<file path="src/decode_pkg.sv">
package decode_pkg;

    // register numbers and segment selectors
    typedef logic [2:0] gpr_idx_t;
    typedef logic [2:0] sreg_idx_t;
    // displacement after sign extension
    typedef logic [31:0] disp_t;

    // general registers, 32-bit names
    localparam gpr_idx_t GPR_EAX = 3'd0;
    localparam gpr_idx_t GPR_ECX = 3'd1;
    localparam gpr_idx_t GPR_EDX = 3'd2;
    localparam gpr_idx_t GPR_EBX = 3'd3;
    localparam gpr_idx_t GPR_ESP = 3'd4;
    localparam gpr_idx_t GPR_EBP = 3'd5;
    localparam gpr_idx_t GPR_ESI = 3'd6;
    localparam gpr_idx_t GPR_EDI = 3'd7;

    // segment registers
    localparam sreg_idx_t SREG_ES = 3'd0;
    localparam sreg_idx_t SREG_CS = 3'd1;
    localparam sreg_idx_t SREG_SS = 3'd2;
    localparam sreg_idx_t SREG_DS = 3'd3;
    localparam sreg_idx_t SREG_FS = 3'd4;
    localparam sreg_idx_t SREG_GS = 3'd5;

    // byte lanes of the displacement register
    localparam int DISP_LANES = 4;

    // mod r/m byte, msb first
    typedef struct packed {
        logic [1:0] mod;
        logic [2:0] reg_op;
        logic [2:0] rm;
    } modrm_t;

    // s-i-b byte, msb first
    typedef struct packed {
        logic [1:0] ss;
        gpr_idx_t   index;
        gpr_idx_t   base;
    } sib_t;

    // address mode before the displacement is known
    typedef struct packed {
        logic       is_reg;
        gpr_idx_t   reg_index;
        sreg_idx_t  seg;
        logic       base_present;
        gpr_idx_t   base;
        logic       index_present;
        gpr_idx_t   index;
        logic [1:0] scale;
        logic       sib_present;
        logic [2:0] disp_bytes;
    } addr_mode_t;

    // effective-address descriptor at the stage output
    typedef struct packed {
        logic       is_reg;
        gpr_idx_t   reg_index;
        sreg_idx_t  seg;
        logic       base_present;
        gpr_idx_t   base;
        logic       index_present;
        gpr_idx_t   index;
        logic [1:0] scale;
        disp_t      disp;
    } ea_t;

    typedef enum logic [2:0] {
        ST_IDLE,
        ST_DISPATCH,
        ST_SIB,
        ST_DISP,
        ST_DONE
    } addr_state_t;

endpackage

</file>
<file path="src/decode_mod_rm.sv">
`timescale 1ns/1ps

module decode_mod_rm
    import decode_pkg::*;
(
    input  modrm_t     i_modrm,
    input  logic       i_addr_size_32,
    output addr_mode_t o_mode
);

    // one-hot mod field
    logic mod_00;
    logic mod_01;
    logic mod_10;
    logic mod_11;
    // one-hot r/m field
    logic rm_000;
    logic rm_001;
    logic rm_010;
    logic rm_011;
    logic rm_100;
    logic rm_101;
    logic rm_110;
    logic rm_111;
    logic size_16;
    logic size_32;
    // 16-bit table terms
    logic base_bx_16;
    logic base_bp_16;
    logic index_si_16;
    logic index_di_16;
    logic direct_16;
    // 32-bit table terms
    logic sib_32;
    logic direct_32;
    logic base_rm_32;
    // final selects
    logic use_bx;
    logic use_bp;
    logic use_rm;
    logic use_si;
    logic use_di;
    logic seg_ss;
    logic seg_ds;
    logic disp_1;
    logic disp_2;
    logic disp_4;

    assign mod_00 = (i_modrm.mod == 2'b00);
    assign mod_01 = (i_modrm.mod == 2'b01);
    assign mod_10 = (i_modrm.mod == 2'b10);
    assign mod_11 = (i_modrm.mod == 2'b11);

    assign rm_000 = (i_modrm.rm == 3'b000);
    assign rm_001 = (i_modrm.rm == 3'b001);
    assign rm_010 = (i_modrm.rm == 3'b010);
    assign rm_011 = (i_modrm.rm == 3'b011);
    assign rm_100 = (i_modrm.rm == 3'b100);
    assign rm_101 = (i_modrm.rm == 3'b101);
    assign rm_110 = (i_modrm.rm == 3'b110);
    assign rm_111 = (i_modrm.rm == 3'b111);

    assign size_32 = i_addr_size_32;
    assign size_16 = ~i_addr_size_32;

    // bx+si, bx+di, bx
    assign base_bx_16  = ~mod_11 & (rm_000 | rm_001 | rm_111);
    // bp+si, bp+di, and bp+disp only when mod is 01 or 10
    assign base_bp_16  = (~mod_11 & (rm_010 | rm_011)) | ((mod_01 | mod_10) & rm_110);
    assign index_si_16 = ~mod_11 & (rm_000 | rm_010 | rm_100);
    assign index_di_16 = ~mod_11 & (rm_001 | rm_011 | rm_101);
    // [disp16], no registers at all
    assign direct_16   = mod_00 & rm_110;

    // r/m=100 escapes to the s-i-b byte
    assign sib_32     = ~mod_11 & rm_100;
    // [disp32], no base
    assign direct_32  = mod_00 & rm_101;
    assign base_rm_32 = ~mod_11 & ~rm_100 & ~direct_32;

    assign use_bx = size_16 & base_bx_16;
    assign use_bp = size_16 & base_bp_16;
    assign use_rm = size_32 & base_rm_32;
    assign use_si = size_16 & index_si_16;
    assign use_di = size_16 & index_di_16;

    // ss whenever bp or ebp is the base
    assign seg_ss = use_bp | (use_rm & rm_101);
    assign seg_ds = ~seg_ss;

    assign disp_1 = mod_01;
    assign disp_2 = size_16 & (mod_10 | direct_16);
    assign disp_4 = size_32 & (mod_10 | direct_32);

    always_comb begin
        o_mode = '0;

        // register operand ignores every memory field
        o_mode.is_reg    = mod_11;
        o_mode.reg_index = i_modrm.rm;

        unique case (1'b1)
            seg_ss:  o_mode.seg = SREG_SS;
            seg_ds:  o_mode.seg = SREG_DS;
            default: o_mode.seg = SREG_DS;
        endcase

        unique case (1'b1)
            use_bx:  o_mode.base = GPR_EBX;
            use_bp:  o_mode.base = GPR_EBP;
            use_rm:  o_mode.base = i_modrm.rm;
            default: o_mode.base = GPR_EAX;
        endcase
        o_mode.base_present = use_bx | use_bp | use_rm;

        // 32-bit index only ever comes from the s-i-b byte
        unique case (1'b1)
            use_si:  o_mode.index = GPR_ESI;
            use_di:  o_mode.index = GPR_EDI;
            default: o_mode.index = GPR_EAX;
        endcase
        o_mode.index_present = use_si | use_di;

        o_mode.scale       = 2'd0;
        o_mode.sib_present = size_32 & sib_32;

        unique case (1'b1)
            disp_1:  o_mode.disp_bytes = 3'd1;
            disp_2:  o_mode.disp_bytes = 3'd2;
            disp_4:  o_mode.disp_bytes = 3'd4;
            default: o_mode.disp_bytes = 3'd0;
        endcase
    end

endmodule

</file>
<file path="src/decode_sib.sv">
`timescale 1ns/1ps

module decode_sib
    import decode_pkg::*;
(
    input  addr_mode_t i_mode,
    input  sib_t       i_sib,
    input  logic [1:0] i_mod,
    output addr_mode_t o_mode
);

    // index field 100 means no index
    logic no_index;
    // base field 101 under mod=00 means disp32 only
    logic no_base;
    logic base_stack;

    assign no_index   = (i_sib.index == GPR_ESP);
    assign no_base    = (i_mod == 2'b00) && (i_sib.base == GPR_EBP);
    // esp or ebp as base selects the stack segment
    assign base_stack = !no_base && ((i_sib.base == GPR_ESP) || (i_sib.base == GPR_EBP));

    always_comb begin
        o_mode = i_mode;
        if (i_mode.sib_present) begin
            o_mode.base_present  = !no_base;
            o_mode.base          = no_base ? GPR_EAX : i_sib.base;
            o_mode.index_present = !no_index;
            o_mode.index         = no_index ? GPR_EAX : i_sib.index;
            o_mode.scale         = i_sib.ss;
            o_mode.seg           = base_stack ? SREG_SS : SREG_DS;
            // mod=00 gives no displacement unless the base is dropped
            if (no_base) begin
                o_mode.disp_bytes = 3'd4;
            end
        end
    end

endmodule

</file>
<file path="src/decode_disp_counter.sv">
`timescale 1ns/1ps

module decode_disp_counter (
    input  logic       i_clk,
    input  logic       i_rst_n,
    input  logic       i_load,
    input  logic [2:0] i_count,
    input  logic       i_take,
    output logic [1:0] o_lane,
    output logic       o_last
);

    // bytes still expected
    logic [2:0] count;
    // lane of the next byte, lsb first
    logic [1:0] lane;

    always_ff @(posedge i_clk) begin
        if (!i_rst_n) begin
            count <= 3'd0;
            lane  <= 2'd0;
        end else if (i_load) begin
            count <= i_count;
            lane  <= 2'd0;
        end else if (i_take && (count != 3'd0)) begin
            count <= count - 3'd1;
            // wraps after lane 3, count is zero by then
            lane  <= lane + 2'd1;
        end
    end

    assign o_lane = lane;
    assign o_last = (count == 3'd1);

endmodule

</file>
<file path="src/decode_disp_assemble.sv">
`timescale 1ns/1ps

module decode_disp_assemble
    import decode_pkg::*;
(
    input  logic       i_clk,
    input  logic       i_rst_n,
    input  logic       i_clear,
    input  logic       i_take,
    input  logic [1:0] i_lane,
    input  logic [7:0] i_byte,
    output disp_t      o_disp
);

    disp_t disp;
    disp_t disp_next;

    // byte into its lane, sign copied into every lane above
    always_comb begin
        disp_next = disp;
        for (int k = 0; k < DISP_LANES; k++) begin
            if (k == int'(i_lane)) begin
                disp_next[8*k +: 8] = i_byte;
            end else if (k > int'(i_lane)) begin
                disp_next[8*k +: 8] = {8{i_byte[7]}};
            end
        end
    end

    // lower lanes were written by earlier bytes and stay as they are
    always_ff @(posedge i_clk) begin
        if (!i_rst_n) begin
            disp <= '0;
        end else if (i_clear) begin
            disp <= '0;
        end else if (i_take) begin
            disp <= disp_next;
        end
    end

    assign o_disp = disp;

endmodule

</file>
<file path="src/decode_addr_fsm.sv">
`timescale 1ns/1ps

module decode_addr_fsm
    import decode_pkg::*;
(
    input  logic       i_clk,
    input  logic       i_rst_n,
    input  logic       i_byte_valid,
    input  logic [7:0] i_byte,
    input  addr_mode_t i_mode,
    input  logic       i_last,
    output modrm_t     o_modrm,
    output sib_t       o_sib,
    output logic       o_load,
    output logic       o_take_disp,
    output logic       o_clear,
    output logic       o_expect_byte,
    output logic       o_ea_valid
);

    addr_state_t state;
    addr_state_t state_next;
    // s-i-b byte already in for this operand
    logic        sib_taken;
    logic        ea_valid_q;
    modrm_t      modrm_q;
    sib_t        sib_q;
    logic        take_modrm;
    logic        take_sib;

    // idle is blocked for the cycle of the output pulse
    assign o_expect_byte = ((state == ST_IDLE) && !ea_valid_q) ||
                           (state == ST_SIB) || (state == ST_DISP);

    assign take_modrm  = (state == ST_IDLE) && !ea_valid_q && i_byte_valid;
    assign take_sib    = (state == ST_SIB) && i_byte_valid;
    assign o_take_disp = (state == ST_DISP) && i_byte_valid;
    assign o_clear     = take_modrm;

    always_comb begin
        state_next = state;
        o_load     = 1'b0;
        unique case (state)
            ST_IDLE: begin
                if (take_modrm) begin
                    state_next = ST_DISPATCH;
                end
            end
            ST_DISPATCH: begin
                if (i_mode.sib_present && !sib_taken) begin
                    state_next = ST_SIB;
                end else if (i_mode.disp_bytes != 3'd0) begin
                    // counter output ready on the first ST_DISP cycle
                    o_load     = 1'b1;
                    state_next = ST_DISP;
                end else begin
                    state_next = ST_DONE;
                end
            end
            ST_SIB: begin
                // back through dispatch, the s-i-b byte can change disp size
                if (take_sib) begin
                    state_next = ST_DISPATCH;
                end
            end
            ST_DISP: begin
                if (o_take_disp && i_last) begin
                    state_next = ST_DONE;
                end
            end
            ST_DONE: begin
                state_next = ST_IDLE;
            end
            default: begin
                state_next = ST_IDLE;
            end
        endcase
    end

    always_ff @(posedge i_clk) begin
        if (!i_rst_n) begin
            state      <= ST_IDLE;
            sib_taken  <= 1'b0;
            ea_valid_q <= 1'b0;
        end else begin
            state      <= state_next;
            // one pulse per descriptor
            ea_valid_q <= (state == ST_DONE);
            if (take_modrm) begin
                sib_taken <= 1'b0;
            end else if (take_sib) begin
                sib_taken <= 1'b1;
            end
        end
    end

    // operand bytes
    always_ff @(posedge i_clk) begin
        if (take_modrm) begin
            modrm_q <= modrm_t'(i_byte);
        end
        if (take_sib) begin
            sib_q <= sib_t'(i_byte);
        end
    end

    assign o_modrm    = modrm_q;
    assign o_sib      = sib_q;
    assign o_ea_valid = ea_valid_q;

endmodule

</file>
<file path="src/decode_addr_stage.sv">
`timescale 1ns/1ps

module decode_addr_stage
    import decode_pkg::*;
(
    input  logic       i_clk,
    input  logic       i_rst_n,
    input  logic       i_byte_valid,
    input  logic [7:0] i_byte,
    input  logic       i_addr_size_32,
    output logic       o_expect_byte,
    output logic       o_ea_valid,
    output ea_t        o_ea
);

    modrm_t     modrm;
    sib_t       sib;
    addr_mode_t mode_rm;
    addr_mode_t mode;
    logic       load;
    logic       take_disp;
    logic       clear;
    logic [1:0] lane;
    logic       last;
    disp_t      disp;
    // address size latched with the mod r/m byte
    logic       size_32_q;
    ea_t        ea_new;
    ea_t        ea_q;

    always_ff @(posedge i_clk) begin
        if (clear) begin
            size_32_q <= i_addr_size_32;
        end
    end

    decode_addr_fsm u_decode_addr_fsm (
        .i_clk         (i_clk),
        .i_rst_n       (i_rst_n),
        .i_byte_valid  (i_byte_valid),
        .i_byte        (i_byte),
        .i_mode        (mode),
        .i_last        (last),
        .o_modrm       (modrm),
        .o_sib         (sib),
        .o_load        (load),
        .o_take_disp   (take_disp),
        .o_clear       (clear),
        .o_expect_byte (o_expect_byte),
        .o_ea_valid    (o_ea_valid)
    );

    decode_mod_rm u_decode_mod_rm (
        .i_modrm        (modrm),
        .i_addr_size_32 (size_32_q),
        .o_mode         (mode_rm)
    );

    decode_sib u_decode_sib (
        .i_mode (mode_rm),
        .i_sib  (sib),
        .i_mod  (modrm.mod),
        .o_mode (mode)
    );

    decode_disp_counter u_decode_disp_counter (
        .i_clk   (i_clk),
        .i_rst_n (i_rst_n),
        .i_load  (load),
        .i_count (mode.disp_bytes),
        .i_take  (take_disp),
        .o_lane  (lane),
        .o_last  (last)
    );

    decode_disp_assemble u_decode_disp_assemble (
        .i_clk   (i_clk),
        .i_rst_n (i_rst_n),
        .i_clear (clear),
        .i_take  (take_disp),
        .i_lane  (lane),
        .i_byte  (i_byte),
        .o_disp  (disp)
    );

    // descriptor from the final mode and the assembled displacement
    always_comb begin
        ea_new.is_reg        = mode.is_reg;
        ea_new.reg_index     = mode.reg_index;
        ea_new.seg           = mode.seg;
        ea_new.base_present  = mode.base_present;
        ea_new.base          = mode.base;
        ea_new.index_present = mode.index_present;
        ea_new.index         = mode.index;
        ea_new.scale         = mode.scale;
        ea_new.disp          = disp;
    end

    // keeps the last descriptor after the pulse
    always_ff @(posedge i_clk) begin
        if (!i_rst_n) begin
            ea_q <= '0;
        end else if (o_ea_valid) begin
            ea_q <= ea_new;
        end
    end

    assign o_ea = o_ea_valid ? ea_new : ea_q;

endmodule

</file>
<file path="config.mk">
export PLATFORM = sky130hd
export DESIGN_NAME = decode_addr_stage
export DESIGN_NICKNAME = d
export VERILOG_FILES = /design/src/decode_pkg.sv /design/src/decode_mod_rm.sv /design/src/decode_sib.sv /design/src/decode_disp_counter.sv /design/src/decode_disp_assemble.sv /design/src/decode_addr_fsm.sv /design/src/decode_addr_stage.sv
export SDC_FILE = /design/constraint.sdc
export NUM_CORES = 1
export LEC_CHECK = 0
export BUFFER_PORTS_ARGS = -buffer_cell sky130_fd_sc_hd__buf_2
export CELL_PAD_IN_SITES_DETAIL_PLACEMENT = 2
export CELL_PAD_IN_SITES_GLOBAL_PLACEMENT = 2
export CORE_MARGIN = 2
export CORE_UTILIZATION = 39
export CTS_CLUSTER_DIAMETER = 150
export DETAILED_ROUTE_END_ITERATION = 16
export PLACE_DENSITY_LB_ADDON = 0.08
export SETUP_SLACK_MARGIN = 0.2
export SYNTH_ARGS = -nofsm -noshare
export SYNTH_HDL_FRONTEND = slang
export SYNTH_SLANG_ARGS = --single-unit
</file>
<file path="constraint.sdc">
create_clock -name i_clk -period 3.45 [get_ports i_clk]
set_input_delay 0.69 -clock i_clk [delete_from_list [all_inputs] [get_ports i_clk]]
set_output_delay 0.69 -clock i_clk [all_outputs]
set_load 0.02 [all_outputs]
</file>
==> results of run 1 <==
-- state kept, by name, indices dropped and copies added (netlist names) --
signal	count
ea_q	49
u_decode_disp_assemble.o_disp	32
u_decode_addr_fsm.o_sib	8
u_decode_addr_fsm.o_modrm	5
u_decode_addr_fsm.state	3
u_decode_disp_counter.count	3
u_decode_disp_counter.o_lane	2
size_32_q	1
u_decode_addr_fsm.o_ea_valid	1
u_decode_addr_fsm.sib_taken	1
-- routing by layer --
| layer | global-route usage (%) | vias up | routed length [um] |
|---|---|---|---|
| met5 | 0 | - | 0 |
| met3 | 4.91 | 13 | 356 |
| li1 | - | 1705 | - |
| met4 | 4.55 | 0 | 160 |
| met2 | 36.6 | 56 | 6230 |
| met1 | 24.5 | 1750 | 5420 |
-- final cells by class --
| class | count | area [sq um] | share of cell area [%] |
|---|---|---|---|
| sequential | 105 | 2240 | 42.6 |
| multi-input combinational | 314 | 2130 | 40.5 |
| timing repair buffer | 67 | 360 | 6.84 |
| clock buffer | 11 | 253 | 4.80 |
| tap | 143 | 179 | 3.40 |
| inverter | 15 | 56.3 | 1.07 |
| clock inverter | 5 | 42.5 | 0.807 |
-- stage by stage --
step | util (%) | instances | total power, mW | hold slack, ns
floorplan | - | 467 | 1.84 | 0.432
global placement | 43.5 | 644 | 1.98 | 0.448
detailed placement | 43.5 | 644 | 2.00 | 0.458
CTS | 46.1 | 660 | 3.04 | 0.469
global route | 46.1 | 660 | 3.16 | 0.490
finish | 46.1 | 660 | 2.99 | 0.464
-- synth_stat cells (all sizes together), types with 2 or more instances --
cell	number
or3	3
o21ai	5
nand2	23
o21a	2
and2	49
mux2	38
nor3	10
clkbuf	20
a311oi	2
dfxtp	91
nor4b	2
mux2i	2
nand3	10
nor3b	3
a21oi	40
a31oi	6
or2	2
nand3b	4
nor2	44
nor2b	7
ha	11
xnor2	2
inv	15
a211oi	22
edfxtp	14
buf	13
nand2b	5
nand4b	4
-- logic make-up after synthesis --
| family | count (synthesis) |
|---|---|
| xor+xnor | 2 |
| flops | 105 |
| compound gates | 90 |
| mux | 40 |
| buf+inv | 48 |
| fa+ha+maj | 11 |
| simple gates | 171 |
-- worst paths after layout --
path,slack (ns),end,from
setup / recovery,0.35,o_ea[42],u_decode_addr_fsm.o_modrm[6]
hold reg to reg,0.46,u_decode_disp_assemble.o_disp[7],u_decode_disp_assemble.o_disp[7]
hold / removal,0.46,u_decode_disp_assemble.o_disp[7],u_decode_disp_assemble.o_disp[7]
setup reg to reg,1.24,u_decode_addr_fsm.state[2],u_decode_addr_fsm.o_modrm[7]
-- power by group --
| part | internal, mW | switching [mW] | leakage [nW] | total [mW] |
|---|---|---|---|---|
| clock network | 0.540 | 0.473 | 0.145 | 1.01 |
| registers | 1.31 | 0.103 | 0.863 | 1.41 |
| logic | 0.222 | 0.343 | 1.13 | 0.565 |
-- worst register-to-register path: stages (launching register included) --
cell       delay [ns]
edfxtp_1         0.38
ha_1             0.30
nand4bb_1        0.29
nor2_2           0.13
a2111oi_1        0.66
nor2_1           0.09
nor4b_1          0.25
==> metrics, run 1 <==
mux cell area share after synthesis 9.78%; Placed Area 4970 sq um; P&R area growth vs syn 15.0%; Final Critical Period 3.10 ns; DRC 0; CTS tree yes; CP startpoint kind register; vias in the first global route 3836; Synth Area per Inst 9.81 sq um; DIE AREA 12600 sq um; crit path DAT 2.41 ns; global route overflow 0; skew final 0.00901 ns; synthesized area 4580 sq um; final antenna-violating net count 0; largest net degree at the start of global routing 38; Post-synth top flop dfxtp_1; die height 112 um; Top delay family on crit path simple AND/OR/NAND/NOR gates; asr flop ratio synth 0%; chip width 112 um; largest family of logic cells by synthesized area simple AND/OR/NAND/NOR gates; clock-pin slew on the worst setup and hold paths 0.07 ns; pre-CTS WS 0.735 ns; GRT Overall Usage 20.3%; Final nets 535; most frequent cells in the layout dfxtp_1 (90), buf_2 (62), and2_1 (49), nor2_1 (42), a21oi_1 (39); Routed WL 12.2 mm; area share of fa/ha/maj cells after synthesis 3.00%; Fin. Hold Viols 0; post-cts gate resize count 0; Critical Path Max Stage Delay 0.42 ns; worst slew pin tran 0.704 ns; Warnings, synthesis 0; post-synth top area cell dfxtp_1; Worst path depth 6; CP cell instances ha_1, nand4bb_1, nor3b_1, a311oi_1, mux2_2, buf_2; reg2reg path depth 6; vias per inst 5.34; Synth cell types 56; total negative slack 0 ns; Row Count 39; FMAX 0.323 GHz; Synth Area in Simple Gates 20.4%; boundary pin count 63; Pwr Density 568 nW/um^2; CP max stage cell edfxtp_1; syn_nets 490; initial antenna violation count 0; DR iter-0 viols 112; top area cells in the synthesized netlist dfxtp_1 (40%), mux2_2 (9.3%), edfxtp_1 (9.2%); Vias 3524; Required @ worst endpoint 2.76 ns; first-pass GRT wire length 20.2 mm; Post-synth EDFFs 14; Crit path buffers/inverters 1; root buffer cell clkbuf_16; clk sinks 105; Clock Tree Buf Depth 2; number of diodes 0; worst-skew pair later-pin latency 0.35 ns; fraction of the cycle the final worst path needs 89.8%; Lkg Pwr 2.14 nW; IO Port Bufs 62; number of buffers created by CTS 9; Slew Viols, Final 0; CTS Hold Bufs 0; global placement routability congestion 0.807; number of synthesized register bits 105; Initial Utilization 40.1%; Setup Buffers After CTS 0; Syn Inst Count 467; worst setup margin 0.353 ns; run status completed; share of Yosys cell area claimed by the top area cell type 39.8%; MaxCap Viol Count 0; post-synthesis xor/xnor area fraction 0.382%; CTS H-tree lvls 3; maximum vdd drop 0.000319 V; Core Region 11400 sq um; worst-path fanout max 7; leading cell type in the layout, fill and taps excluded dfxtp_1; Worst Setup Path Type reg2out; drt wl/cell 18.4 um; iteration count of the initial detailed-routing pass 4; Synth Area in Compound Gates 12.9%; cell area after layout 5270 sq um; Worst Hold Path Cells 2; slew margin rel. 53.1%; setup violators final 0; HPWL Detailed 8.33 mm; RSZ-0062 raised after global routing false; # fillers 1230; HP Class reg2reg; Worst setup EP type output port; share of layout cells above drive strength 1 26.1%; sequential share of the synthesized area 48.9%
Power figures use the tool's default switching activity.
==> run 2: changes to the inputs <==
ABC_AREA = 1   (was unset)
CORE_UTILIZATION = 36   (was 39)
==> metrics, run 2 <==
sequential share of the synthesized area 50.3% (+1.3 points); syn_nets 585 (+19%); worst-skew pair later-pin latency 0.35 ns (about the same); RSZ-0062 raised after global routing false; Core Region 12100 sq um (+5.6%); post-synth top area cell dfxtp_1; Warnings, synthesis 0 (unchanged); leading cell type in the layout, fill and taps excluded nand2_1; Crit path buffers/inverters 4 (+3); share of Yosys cell area claimed by the top area cell type 40.8% (+1.1 points); reg-to-reg startpoint u_decode_addr_fsm.o_ea_valid; first-pass GRT wire length 22.4 mm (+11%); sequential share of power 45.1% (-2.1 points); GRT Overall Usage 21.7% (+1.4 points); Post-synth EDFFs 14 (unchanged); vias in the first global route 4363 (+14%); Syn Inst Count 562 (+20%); FMAX 0.348 GHz (+7.9%); Vias 4013 (+14%); Final Critical Period 2.87 ns (-0.226 ns); drt wl/cell 17.2 um (-6.7%); Psw 0.929 mW (+1.0%); Synth cell types 36 (-36%); asr flop ratio synth 0% (unchanged); DIE AREA 13300 sq um (+5.3%); CTS Hold Bufs 0 (unchanged); slew margin rel. 27.3% (-26 points); Worst setup endpoint o_ea[41]; DP Cell Count 773 (+20%); Pwr Density 580 nW/um^2 (+2.2%); Clock Tree Buf Depth 2 (unchanged); post-cts gate resize count 0 (unchanged); clock-pin slew on the worst setup and hold paths 0.07 ns (about the same); iteration count of the initial detailed-routing pass 4 (unchanged); P_int 2.10 mW (+1.6%); Layout Cells excl Fill 789 (+20%); Critical Path Max Stage Delay 0.42 ns (about the same); clk sinks 105 (unchanged); Largest Register ea_q; Largest register FFs 49 (unchanged); Synth Area per Inst 7.94 sq um (-19%); Worst Setup Path Type reg2out; skew final 0.00768 ns (-0.00134 ns); number of buffers created by CTS 9 (unchanged); flop2flop setup slack 1.07 ns (-0.17 ns); Row Count 40 (+2.6%); fraction of the cycle the final worst path needs 83.2% (-6.6 points); DRC 0 (unchanged); Placed Area 4920 sq um (-1.0%); CP startpoint kind register; maximum vdd drop 0.000172 V (-46%); Lkg Pwr 2.38 nW (+11%); R2R Path End u_decode_disp_assemble.o_disp[6]; number of diodes 0 (unchanged); Top delay family on crit path simple AND/OR/NAND/NOR gates; initial antenna violation count 0 (unchanged); Required @ worst endpoint 2.76 ns (about the same); boundary pin count 63 (unchanged); CTS H-tree lvls 3 (unchanged); vias per inst 5.09 (-4.7%); synthesized area 4460 sq um (-2.6%); share of layout cells above drive strength 1 18.4% (-7.8 points); largest net degree at the start of global routing 54 (+42%); Worst path depth 11 (+5); Initial Utilization 37.0% (-3.1 points); CP max stage cell edfxtp_1; crit path DAT 2.18 ns (-0.23 ns); Synth top cells by count nand2_1 (177), dfxtp_1 (91), a21oi_1 (78); worst-path fanout max 10 (+3); Routed WL 13.6 mm (+12%); worst slew pin tran 1.09 ns (+0.384 ns); crit path from u_decode_addr_fsm.o_modrm[6]; DR iter-0 viols 135 (+21%); P&R area growth vs syn 17.2%; Clk pwr share 36.0% (+2.1 points); setup violators final 0 (unchanged); chip width 115 um (+2.6%); HP Class reg2reg; Post-synth top flop dfxtp_1; global placement routability congestion 0.825 (+2.2%); most common cell in the netlist nand2_1; # fillers 1381 (+12%); run status completed; die height 115 um (+2.6%); total negative slack 0 ns (unchanged); IO Port Bufs 62 (unchanged); Setup Buffers After CTS 0 (unchanged); power share of the combinational group 18.9% (about the same); CP cell instances ha_1, inv_1, nand2_2, nor2_8, nand2_1, inv_1, nor2_1, nand4_1, o21ai_0, inv_1, buf_2; cell area after layout 5230 sq um (-0.81%); Final nets 639 (+19%); most frequent cells in the layout nand2_1 (177), dfxtp_1 (90), a21oi_1 (78), buf_2 (62), nor2_1 (46); HPWL Detailed 9.44 mm (+13%); Fin. Hold Viols 0 (unchanged); Slew Viols, Final 0 (unchanged); MaxCap Viol Count 0 (unchanged); final antenna-violating net count 0 (unchanged); number of synthesized register bits 105 (unchanged); CTS tree yes; root buffer cell clkbuf_16; global route overflow 0 (unchanged); reg2reg path depth 6 (unchanged); critical path's most frequent cell inv_1; top area cells in the synthesized netlist dfxtp_1 (41%), nand2_1 (15%), edfxtp_1 (9.4%); Worst setup EP type output port; Net Sw Frac 30.6% (-0.12 points)
## run 2: cell count changes in the layout (fill, tap and decap cells not counted), moves of 5 or more
| cell | before | now |
|---|---|---|
| nand2_1 | 23 | 177 |
| and2_1 | 49 | 4 |
| a21oi_1 | 39 | 78 |
| mux2_2 | 38 | 0 |
| a211oi_1 | 22 | 2 |
| inv_1 | 15 | 27 |
| inv_2 | 0 | 9 |
| nor3_1 | 9 | 17 |
| nor2b_1 | 7 | 0 |
| nand4_1 | 0 | 6 |
| nand2b_1 | 5 | 0 |
## run 2: power by group through the flow
stage          Combinational, mW  Clock, mW  Sequential, mW
4_1_cts                    0.587       1.12            1.37
6_report                   0.574       1.09            1.37
3_3_place_gp               0.539          0            1.39
5_1_grt                    0.641       1.17            1.38
3_5_place_dp               0.577          0            1.39
2_1_floorplan              0.412          0            1.37
## run 2: cell families after synthesis
logic type	after synthesis	share of synthesized area [%]
adder cells (fa/ha/maj)	11	3.09
AO/OA/AOI/OAI	106	12.8
flip-flops	105	50.3
AND/OR/NAND/NOR	279	28.1
buffers and inverters	61	5.75
## run 2: how the worst min path moves through the flow
stage | start | end | slack [ns] | depth (start not counted)
final | ea_q[44] | ea_q[44] | 0.45 | 2
after global routing | ea_q[44] | ea_q[44] | 0.47 | 2
after CTS | ea_q[44] | ea_q[44] | 0.46 | 2
after detailed placement | ea_q[44] | ea_q[44] | 0.44 | 2
after global placement | ea_q[44] | ea_q[44] | 0.43 | 2
after floorplan | ea_q[44] | ea_q[44] | 0.42 | 2
## run 2: cell type report
class | count | area [sq um] | area share, %
Inverter | 37 | 140 | 2.68
Timing Repair Buffer | 67 | 360 | 6.89
Sequential cell | 105 | 2240 | 42.9
Clock buffer | 10 | 229 | 4.38
Multi-Input combinational cell | 396 | 1960 | 37.5
Tap cell | 168 | 210 | 4.02
Clock inverter | 6 | 81.3 | 1.56
## run 2: worst reg2reg max path: stages, from the launching register on
cell	delay, ns
dfxtp_2	0.33
buf_4	0.47
nor2_1	0.14
nand2_1	0.12
nand2_1	0.62
buf_4	0.45
a21oi_1	0.16
## run 2: metrics by stage
step	hold WS [ns]	power (mW)	utilization, %	setup WS [ns]
floorplan	0.422	1.78	-	1.23
global placement	0.432	1.93	40.8	1.08
detailed placement	0.444	1.97	40.8	0.965
CTS	0.456	3.07	43.3	0.539
global route	0.474	3.19	43.3	0.392
finish	0.449	3.03	43.3	0.579
## run 2: layer usage
layer	global-route usage (%)	up-vias	share of wire [%]
met5	0	-	0
met2	40.5	69	53
met1	25.2	1988	42
met3	2.85	19	2.8
li1	-	1937	-
met4	7.95	0	1.9
